--- src/rtl/nn_cfg.svh ---
`ifndef NN_CFG_SVH
`define NN_CFG_SVH

// network dimensions
`define NEURON_NUM          5   // widest layer, also the number of parallel neurons
`define LAYER_MAX           3   // layer numbers 0 .. LAYER_MAX-1 are valid
`define LAYER_ADDR_WIDTH    2   // bits of the layer number

// number format
`define ACTIVATION_WIDTH    9   // unsigned activation
`define WEIGHT_CELL_WIDTH   16  // signed weight, fraction bits included
`define FRACTION            0   // fraction bits of a weight

// neuron sum after saturation, signed
`define NEURON_OUTPUT_WIDTH 10

// internal accumulator, roomy enough for NEURON_NUM full-scale products
`define ACC_WIDTH           32

`endif

--- src/rtl/nn_pkg.sv ---
`include "nn_cfg.svh"

package nn_pkg;

    // counts 0 .. NEURON_NUM, one extra bit so NEURON_NUM itself fits
    typedef logic [$clog2(`NEURON_NUM):0] neuron_count_t;

    typedef logic [`ACTIVATION_WIDTH-1:0]           activation_t;  // unsigned
    typedef logic signed [`WEIGHT_CELL_WIDTH-1:0]   weight_t;      // two's complement
    typedef logic signed [`NEURON_OUTPUT_WIDTH-1:0] neuron_sum_t;  // saturated sum
    typedef logic [`LAYER_ADDR_WIDTH-1:0]           layer_num_t;

    // element i is input i of every neuron
    typedef activation_t [`NEURON_NUM-1:0] activation_vec_t;

    // element i of a row multiplies input i
    typedef weight_t [`NEURON_NUM-1:0] weight_row_t;

    // row j feeds neuron j of the current layer
    typedef weight_row_t [`NEURON_NUM-1:0] weight_mat_t;

    typedef neuron_sum_t [`NEURON_NUM-1:0] sum_vec_t;

    // one layer command from the host
    typedef struct packed {
        layer_num_t    layer_number;  // 0 selects the start activations
        neuron_count_t curr_neurons;  // neurons producing a sum
        neuron_count_t prev_neurons;  // terms per neuron
    } layer_cmd_t;

    // what comes back for one layer
    typedef struct packed {
        sum_vec_t sums;
        logic     overflow;  // any active neuron clipped
    } layer_result_t;

    // controller of forward
    typedef enum logic [1:0] {
        IDLE,  // accepting inputs, weights and commands
        RUN,   // layer in progress
        HOLD   // result waiting for the host
    } fwd_state_e;

endpackage

--- src/rtl/neuron.sv ---
`timescale 1ns/1ps

`include "nn_cfg.svh"

module neuron (
    input  logic                    clk,
    input  logic                    rst,
    input  logic                    start,
    input  nn_pkg::neuron_count_t   prev_neurons,
    input  nn_pkg::activation_vec_t inputs,
    input  nn_pkg::weight_row_t     weight_row,
    output logic                    done,
    output nn_pkg::neuron_sum_t     sum,
    output logic                    overflow
);
    import nn_pkg::*;

    // signed range of a neuron sum, in accumulator width
    localparam logic signed [`ACC_WIDTH-1:0] SUM_MAX = 2 ** (`NEURON_OUTPUT_WIDTH - 1) - 1;
    localparam logic signed [`ACC_WIDTH-1:0] SUM_MIN = -(2 ** (`NEURON_OUTPUT_WIDTH - 1));

    neuron_count_t                  idx;      // next term to add
    logic                           busy;
    logic                           last;     // all prev_neurons terms are in
    logic signed [`ACC_WIDTH-1:0]   acc;
    logic signed [`ACC_WIDTH-1:0]   act_ext;
    logic signed [`ACC_WIDTH-1:0]   wt_ext;
    logic signed [`ACC_WIDTH-1:0]   product;
    logic signed [`ACC_WIDTH-1:0]   shifted;
    logic                           clip_hi;
    logic                           clip_lo;
    neuron_sum_t                    sat_sum;

    // one product per cycle, index guarded against counts above NEURON_NUM
    always_comb begin
        act_ext = '0;
        wt_ext  = '0;
        if (idx < `NEURON_NUM) begin
            act_ext = `ACC_WIDTH'(inputs[idx]);                // zero extended
            wt_ext  = `ACC_WIDTH'($signed(weight_row[idx]));   // sign extended
        end
        product = act_ext * wt_ext;
    end

    assign last = (idx == prev_neurons);

    // drop the fraction, then clip to the output range
    assign shifted = acc >>> `FRACTION;
    assign clip_hi = (shifted > SUM_MAX);
    assign clip_lo = (shifted < SUM_MIN);

    always_comb begin
        if (clip_hi) begin
            sat_sum = neuron_sum_t'(SUM_MAX);
        end else if (clip_lo) begin
            sat_sum = neuron_sum_t'(SUM_MIN);
        end else begin
            sat_sum = shifted[`NEURON_OUTPUT_WIDTH-1:0];
        end
    end

    // sequencing
    always_ff @(posedge clk) begin
        if (rst) begin
            busy <= 1'b0;
            done <= 1'b0;
            idx  <= '0;
        end else begin
            done <= 1'b0;
            if (start) begin
                busy <= 1'b1;
                idx  <= '0;
            end else if (busy) begin
                if (last) begin
                    busy <= 1'b0;
                    done <= 1'b1;   // single cycle pulse
                end else begin
                    idx <= idx + 1'b1;
                end
            end
        end
    end

    // datapath
    always_ff @(posedge clk) begin
        if (start) begin
            acc <= '0;
        end else if (busy && !last) begin
            acc <= acc + product;
        end
        if (busy && last) begin
            sum      <= sat_sum;
            overflow <= clip_hi | clip_lo;
        end
    end

endmodule

--- src/rtl/layer.sv ---
`timescale 1ns/1ps

`include "nn_cfg.svh"

module layer (
    input  logic                    clk,
    input  logic                    rst,
    input  logic                    start,
    input  nn_pkg::layer_cmd_t      cmd,
    input  nn_pkg::activation_vec_t inputs,
    input  nn_pkg::weight_mat_t     weights,
    output logic                    done,
    output nn_pkg::layer_result_t   result
);
    import nn_pkg::*;

    logic [`NEURON_NUM-1:0] n_done;
    logic [`NEURON_NUM-1:0] n_ovf;
    logic [`NEURON_NUM-1:0] active;      // neuron index below curr_neurons
    logic                   all_done;
    sum_vec_t               n_sum;
    sum_vec_t               masked_sum;

    genvar j;
    generate
        for (j = 0; j < `NEURON_NUM; j = j + 1) begin : g_neuron
            neuron i_neuron (
                .clk          (clk),
                .rst          (rst),
                .start        (start),
                .prev_neurons (cmd.prev_neurons),
                .inputs       (inputs),
                .weight_row   (weights[j]),
                .done         (n_done[j]),
                .sum          (n_sum[j]),
                .overflow     (n_ovf[j])
            );

            assign active[j]     = (j < cmd.curr_neurons);
            assign masked_sum[j] = active[j] ? n_sum[j] : '0;  // unused neurons read zero
        end
    endgenerate

    // every neuron runs the same count, so they finish together
    assign all_done = &n_done;

    always_ff @(posedge clk) begin
        if (rst) begin
            done <= 1'b0;
        end else begin
            done <= all_done;
        end
    end

    // result register, loaded once per layer
    always_ff @(posedge clk) begin
        if (all_done) begin
            result.sums     <= masked_sum;
            result.overflow <= |(n_ovf & active);  // only active neurons count
        end
    end

endmodule

--- src/rtl/forward.sv ---
`timescale 1ns/1ps

`include "nn_cfg.svh"

module forward (
    input  logic                    clk,
    input  logic                    rst,

    // start activations for layer 0
    input  nn_pkg::activation_vec_t start_inputs,
    input  logic                    start_inputs_valid,
    output logic                    start_inputs_ready,

    // weight matrix, one per layer command
    input  nn_pkg::weight_mat_t     weights,
    input  logic                    weights_valid,
    output logic                    weights_ready,

    // layer command
    input  nn_pkg::layer_cmd_t      layer_cmd,
    input  logic                    layer_cmd_valid,
    output logic                    layer_cmd_ready,

    // layer result towards the host
    output nn_pkg::layer_result_t   result,
    output logic                    result_valid,
    input  logic                    result_ready
);
    import nn_pkg::*;

    fwd_state_e      state;
    logic            weights_held;   // a matrix waits for its command
    weight_mat_t     weight_q;
    layer_cmd_t      cmd_q;          // command of the layer in flight
    activation_vec_t start_q;        // latest start activations
    activation_vec_t feedback_q;     // relu of the last result
    activation_vec_t layer_inputs;
    activation_vec_t relu_vec;
    layer_result_t   result_q;
    layer_result_t   layer_result;
    logic            layer_start;
    logic            layer_done;
    logic            start_fire;
    logic            weights_fire;
    logic            cmd_fire;

    // handshakes
    assign start_inputs_ready = (state == IDLE);
    assign weights_ready      = (state == IDLE) && !weights_held;
    // a command needs a matrix, held or arriving this cycle
    assign layer_cmd_ready    = (state == IDLE) && (weights_held || weights_valid);

    assign start_fire   = start_inputs_valid && start_inputs_ready;
    assign weights_fire = weights_valid && weights_ready;
    assign cmd_fire     = layer_cmd_valid && layer_cmd_ready;

    // controller
    always_ff @(posedge clk) begin
        if (rst) begin
            state <= IDLE;
        end else begin
            case (state)
                IDLE: begin
                    if (cmd_fire) begin
                        state <= RUN;
                    end
                end
                RUN: begin
                    if (layer_done) begin
                        state <= HOLD;   // result captured on this edge
                    end
                end
                HOLD: begin
                    if (result_ready) begin
                        state <= IDLE;
                    end
                end
                default: state <= IDLE;
            endcase
        end
    end

    // start pulse one cycle after the command is taken
    always_ff @(posedge clk) begin
        if (rst) begin
            layer_start <= 1'b0;
        end else begin
            layer_start <= cmd_fire;
        end
    end

    // weight holding, the command consumes the matrix
    always_ff @(posedge clk) begin
        if (rst) begin
            weights_held <= 1'b0;
        end else if (cmd_fire) begin
            weights_held <= 1'b0;
        end else if (weights_fire) begin
            weights_held <= 1'b1;
        end
    end

    always_ff @(posedge clk) begin
        if (weights_fire) begin
            weight_q <= weights;
        end
        if (cmd_fire) begin
            cmd_q <= layer_cmd;
        end
    end

    // activation registers
    always_ff @(posedge clk) begin
        if (rst) begin
            start_q    <= '0;
            feedback_q <= '0;
        end else begin
            if (start_fire) begin
                start_q <= start_inputs;   // seen by a command in the same cycle
            end
            if (state == RUN && layer_done) begin
                feedback_q <= relu_vec;
            end
        end
    end

    // relu on the fresh result, low bits of a non-negative sum always fit
    always_comb begin
        for (int i = 0; i < `NEURON_NUM; i++) begin
            if (layer_result.sums[i][`NEURON_OUTPUT_WIDTH-1]) begin
                relu_vec[i] = '0;
            end else begin
                relu_vec[i] = layer_result.sums[i][`ACTIVATION_WIDTH-1:0];
            end
        end
    end

    // layer 0 starts from the host vector, the rest chain on the feedback
    assign layer_inputs = (cmd_q.layer_number == '0) ? start_q : feedback_q;

    layer i_layer (
        .clk     (clk),
        .rst     (rst),
        .start   (layer_start),
        .cmd     (cmd_q),
        .inputs  (layer_inputs),
        .weights (weight_q),
        .done    (layer_done),
        .result  (layer_result)
    );

    // result holds under back-pressure
    always_ff @(posedge clk) begin
        if (state == RUN && layer_done) begin
            result_q <= layer_result;
        end
    end

    assign result       = result_q;
    assign result_valid = (state == HOLD);

endmodule

--- config.mk ---
export PLATFORM = sky130hd
export DESIGN_NAME = forward
export DESIGN_NICKNAME = d
export VERILOG_FILES = /design/src/rtl/nn_pkg.sv /design/src/rtl/neuron.sv /design/src/rtl/layer.sv /design/src/rtl/forward.sv
export VERILOG_INCLUDE_DIRS = /design/src /design/src/rtl
export SDC_FILE = /design/constraint.sdc
export NUM_CORES = 2
export LEC_CHECK = 0
export CAP_MARGIN = 20
export CORE_ASPECT_RATIO = 1.25
export CORE_MARGIN = 5
export CORE_UTILIZATION = 61
export DETAILED_ROUTE_END_ITERATION = 10
export DONT_BUFFER_PORTS = 1
export PLACE_DENSITY = 0.77
export SLEW_MARGIN = 10
export SYNTH_ARGS = -nofsm -noshare
export SYNTH_HDL_FRONTEND = slang
export SYNTH_SLANG_ARGS = --single-unit
--- constraint.sdc ---
create_clock -name clk -period 15.56 [get_ports clk]
set_input_delay 1.556 -clock clk [delete_from_list [all_inputs] [get_ports clk]]
set_output_delay 1.556 -clock clk [all_outputs]
set_load 0.05 [all_outputs]
# Word level (Yosys, flattened, before mapping)
# Cells that the tools add are included.
# classes
addsub	10
multipliers	5
order_cmp	25
n_eq_ne	10
muxes	65
n_bitwise	16
n_reduce_logical	40
# op_table
op	count
16-bit binary-select mux with 3-bit select	5
32-bit adder	5
32-bit by 10-bit > comparator with 1-bit output (second input constant)	5
32-bit by 10-bit < comparator with 1-bit output (second input constant)	5
32-bit by 32-bit multiplier with 32-bit output	5
32-bit two-way mux	5
9-bit binary-select mux with 3-bit select	5
9-bit two-way mux	15
16-bit two-way mux	5
10-bit two-way mux	5
45-bit two-way mux	1
4-bit by 1-bit adder with 4-bit output (second input constant)	5
4-bit equality test	5
4-bit by 3-bit < comparator with 1-bit output (second input constant)	5
4-bit < comparator (second input constant)	5
1-bit two-way mux	20
1-bit logical AND	16
3-bit OR reduction	5
1-bit NOT	10
2-bit AND reduction	5
1-bit by 4-bit < comparator with 1-bit output (first input constant)	2
2-bit by 4-bit < comparator with 1-bit output (first input constant)	2
1-bit logical NOT	6
2-bit two-way mux	3
other kinds (13)	21
# totals
register_bits	852
output_inout_bits	55

# Longest topological paths before layout
# depth
word_depth	7
ltp_mapped	32

# Cells and area by module
# A second synthesis with hierarchy kept.
# hier_totals
cells_unflattened	6855
area_unflattened_um2	70108.5
# by_module_without_submodules
mod	instances	cells_per_inst	area_each_um2	seq_area_each_um2
forward	1	921	17929.7	15725.1
neuron at i_layer.g_neuron[2].i_neuron	1	1198	10292.4	1091.0
neuron at i_layer.g_neuron[3].i_neuron	1	1158	9992.1	1091.0
neuron at i_layer.g_neuron[0].i_neuron	1	1162	9985.8	1091.0
neuron at i_layer.g_neuron[1].i_neuron	1	1164	9984.6	1091.0
neuron at i_layer.g_neuron[4].i_neuron	1	1131	9899.5	1091.0
layer	1	121	2024.4	1551.5

# Worst setup path after synthesis
# Ideal clock, no wire load.
# synth_timing
path_kind	reg2reg
startpoint	reg state[0]
endpoint	reg weight_q[0] in the netlist's numbering, enable pin
setup_ns	0.810
arrival_time_ns	10.627
required_ns	14.750
path_slack_ns	4.123
path_stages_with_launch	3
path_buffers	0
cell_sequence	dfxtp_1 -> nor3_1 -> and2_1
# synth_between
elab_chain_cells	3
# synth_lines
element	line_no	rtl
from (decl)	forward.sv:31	fwd_state_e state;
from (signal assigned)	forward.sv:60	state <= IDLE;
from (signal assigned)	forward.sv:65	state <= RUN;
from (signal assigned)	forward.sv:70	state <= HOLD;
2-bit logical NOT	forward.sv:49	assign weights_ready = (state == IDLE) && !weights_held;
1-bit logical AND	forward.sv:49	
named net weights_ready	forward.sv:17	output logic weights_ready,
1-bit logical AND	forward.sv:54	assign weights_fire = weights_valid && weights_ready;
named net weights_fire	forward.sv:44	logic weights_fire;
to (signal assigned)	forward.sv:105	weight_q <= weights;
to (decl)	forward.sv:33	weight_mat_t weight_q;
# The timed path passes the listed nets, and every way through them passes these cells.
# A chain may end at the register's enable or synchronous reset.

# Worst setup path after layout
# layout_timing
startpoint	reg cmd_q[9] in the netlist's numbering
endpoint	reg i_layer.g_neuron[1].i_neuron.acc[31]
# layout_between
elab_chain_cells	7
# layout_lines
element	line_no	rtl
from (decl)	forward.sv:34	layer_cmd_t cmd_q;
from (signal assigned)	forward.sv:108	cmd_q <= layer_cmd;
2-bit logical NOT	forward.sv:139	assign layer_inputs = (cmd_q.layer_number == '0) ? start_q : feedback_q;
45-bit two-way mux	forward.sv:139	
9-bit binary-select mux with 3-bit select	neuron.sv:39	act_ext = `ACC_WIDTH'(inputs[idx]);
9-bit two-way mux (implied by the code)	neuron.sv:39	
9-bit two-way mux	neuron.sv:38	if (idx < `NEURON_NUM) begin
32-bit by 32-bit multiplier with 32-bit output	neuron.sv:42	product = act_ext * wt_ext;
32-bit adder	neuron.sv:89	acc <= acc + product;
to (signal assigned)	neuron.sv:89	
to (decl)	neuron.sv:25	logic signed [`ACC_WIDTH-1:0] acc;
# No other way between the ends. The select of a mux whose other input is x is not followed.

==> impl_metrics.yaml <==
run_status:
  status: "complete, no violations"
timing:
  final_hold_viol_count: 0
  fin_crit_ns: 8.81
  finalSetupViolations: 0
  clock.fmax_mhz: 114
  setup_slack_ns: 6.75
  tns_ns: 0
  finClkSkew_ns: 0.0549
  tightestPinTransition_ns: 1.25
  maxSlewHeadroom: 0.164
  rsz0062_at_grt: "false"
  slew_violations: 0
  period_share: 0.566
clock_tree:
  cts-buffers-inserted: 88
  cts_tree: "done"
  ctsResizeCount: 0
  insertion_delay_ns: 0.72
  root_buffer: "clkbuf_16"
  clock_path_buffers: 3
  post-cts-setup-buffer-count: 0
  hold_buffers: 0
  clk_pin_slew_ns: 0.06
  clock_sink_count: 852
  h-tree-depth: 3
flow_run:
  maxCapViolCount: 0
synth:
  yosys_warnings: 0
  async_reset_ff_frac: 0
  synth_area_leaders: "edfxtp_1 (25%), fa_1 (24%), dfxtp_1 (8.3%)"
  synth_xor_area_frac: 0.0194
  synth.distinct_cells: 89
  synth_fa_ha_area_frac: 0.304
  synth_edf_count: 567
  synth_compound_area_frac: 0.0802
  synth_area_leader_cell: "edfxtp_1"
  synth_nets: 8426
  ys_seq_elements: 852
  syn_area_per_cell_sq_um: 10.2
  yosys.area_share.simple: 0.135
  synth_flop_cell: "edfxtp_1"
  syn_inst: 6785
  ys_seq_area_frac: 0.330
  synth_area_sq_mm: 0.0690
  synth.area.mux_share: 0.0484
  synth_top_family_by_area: "adder cells"
  synth_top_area_share: 0.247
global_route:
  grt_max_degree: 169
  antenna_found_initial: 49
  grt_util_all_layers: 0.318
  grt_pass1_wl_mm: 294
  grt_pass1_vias: 51100
  overflow: 0
drt:
  first_pass_iters: 6
  routedWlPerCell_um: 22.9
  routed_wl_mm: 189
  num_vias: 49400
  vias_per_cell: 5.98
  routed.top_layer: "met5"
  drt-met1-wl_mm: 70.3
  routed-wl-met2_mm: 89.8
  ant_nets: 0
  drt_iter0_drc: 5043
  dr_wl_met3_mm: 19.2
  drc: 0
layout:
  layout_commonest_cell: "inv_1"
  fin_nets: 8322
  regArea_sq_mm: 0.0227
  multi_input_area_sq_mm: 0.0405
  final_area_sq_mm: 0.0733
  drive_above_1_share: 0.0660
  syn2layout_area_growth_pct: 6.25
  mostFrequentLayoutCells: "inv_1 (1242), fa_1 (825), nand2_1 (741), nor2_1 (632), edfxtp_1 (567)"
  n_fill_cell: 8744
hold_path:
  hold_class: "flip-flop to flip-flop"
  worstHoldStart: "i_layer.result[23]"
power:
  seq_power_share: 0.392
  powerDensity_mw_per_mm2: 102
  leakage_nw: 32.6
  power_frac_comb: 0.316
  p_switching_w: 0.00266
  clkPwrFrac: 0.292
  p_int_w: 0.00481
  max-vdd-ir-drop_uv: 115
  switching_share: 0.356
floorplan:
  io_pins: 516
  start_util: 0.612
  die-area_sq_mm: 0.120
  dieHeight_um: 386
  coreArea_sq_mm: 0.113
  rows: 138
  dieWidth_um: 311
worst_setup_path:
  setup.worst_path.end_class: "flip-flop"
  worst_ep_required_time_ns: 16.12
  critPathArrivalTime_ns: 9.37
  cp_slowest_cell: "buf_4"
  crit_start: "cmd_q[9]"
  startpoint_type: "flip-flop"
  regToRegStartpoint: "cmd_q[9]"
  worst_path_largest_cell_delay_ns: 0.63
  critPathKind: "flip-flop to flip-flop"
  critPathMaxFanout: 45
place:
  pre_cts_slack_ns: 6.90
  io_buffers: 0
  place_congestion: 0.984
  dp_hpwl_mm: 149
  place_area_sq_mm: 0.0703
==> power by group through the flow <==
stage / sequential [W] / clock [W] / combinational, W
5_1_grt: 0.00295 / 0.00230 / 0.00269
6_report: 0.00293 / 0.00218 / 0.00236
2_1_floorplan: 0.00290 / 0 / 0.00180
4_1_cts: 0.00292 / 0.00220 / 0.00236
3_5_place_dp: 0.00297 / 0 / 0.00233
3_3_place_gp: 0.00296 / 0 / 0.00227
==> sequential cells by signal, indices dropped and copies added (netlist names) <==
name,cells
weight_q,400
i_layer.g_neuron.i_neuron.acc,160
i_layer.result,51
result,51
i_layer.g_neuron.i_neuron.sum,50
feedback_q,45
start_q,45
i_layer.g_neuron.i_neuron.idx,20
cmd_q,10
i_layer.g_neuron.i_neuron.busy,5
i_layer.g_neuron.i_neuron.done,5
i_layer.g_neuron.i_neuron.overflow,5
state,2
i_layer.done,1
layer_start,1
weights_held,1
==> synthesized netlist by cell type (all sizes together) (5+ instances only) <==
master  instances
mux4          118
o21ai         107
inv          1248
buf            59
o21a           33
and2           30
a21oi         375
xor2           43
fa            825
and4            9
nand2         748
o311ai          7
nor3           66
nor2          635
mux2i          57
a221o           5
o22ai          30
a211oi         37
or2            96
o41ai          10
edfxtp        567
mux2           10
and3           22
o21bai         18
xnor2         110
a22oi          72
o31a           11
a22o            6
a31oi          28
dfxtp         285
nand3          48
ha            355
clkbuf        197
nor3b          47
or3             8
nor2b          88
nand2b        117
nor4           24
o211ai          5
a21o           77
nand4          68
or4            17
o31ai          18
==> metal layers <==
layer,up-vias,GRT usage
li1,21900,-
met1,24500,0.403
met2,2402,0.524
met3,549,0.0791
met4,24,0.145
met5,-,0
==> layout make-up <==
type / count / share of cell area
Multi-Input combinational cell: 4425 / 0.553
Sequential cell: 852 / 0.310
Inverter: 1252 / 0.0641
Clock buffer: 120 / 0.0337
Tap cell: 1470 / 0.0251
Timing Repair Buffer: 62 / 0.00649
Clock inverter: 46 / 0.00642
Antenna cell: 33 / 0.00113
==> final timing paths <==
path	to	slack, ns	cells past startpoint
worst max-delay path	i_layer.g_neuron[1].i_neuron.acc[31]	6.75	27
worst min-delay path	result[23]	0.44	0
worst max register to register	i_layer.g_neuron[1].i_neuron.acc[31]	6.75	27
worst min register to register	result[23]	0.44	0
==> cell families after synthesis <==
family	after synthesis
and+or+nand+nor	2032
AOI/OAI and AO/OA	875
adders and majority gates	1180
buffers and inverters	1508
muxes	185
xor gates and xnor gates	153
DFF	852
==> critical path, delay by kind of cell (launching register included) <==
kind,cells,cell delay (ns)
fa+ha+maj,6,2.90
simple gates,5,1.51
compound gates,5,1.48
mux,4,1.37
buf+inv,7,1.00
flops,1,0.40
==> metrics by stage <==
| stage | cells | total power [W] | utilization | hold WS (ns) |
|---|---|---|---|---|
| 2_1_floorplan | 6785 | 0.00471 | - | 0.400 |
| 3_3_place_gp | 8060 | 0.00523 | 0.623 | 0.410 |
| 3_5_place_dp | 8061 | 0.00530 | 0.623 | 0.421 |
| 4_1_cts | 8227 | 0.00748 | 0.649 | 0.438 |
| 5_1_grt | 8236 | 0.00794 | 0.649 | 0.452 |
| 6_report | 8260 | 0.00747 | 0.650 | 0.444 |
No activity file was read; power rests on OpenSTA's default activity.
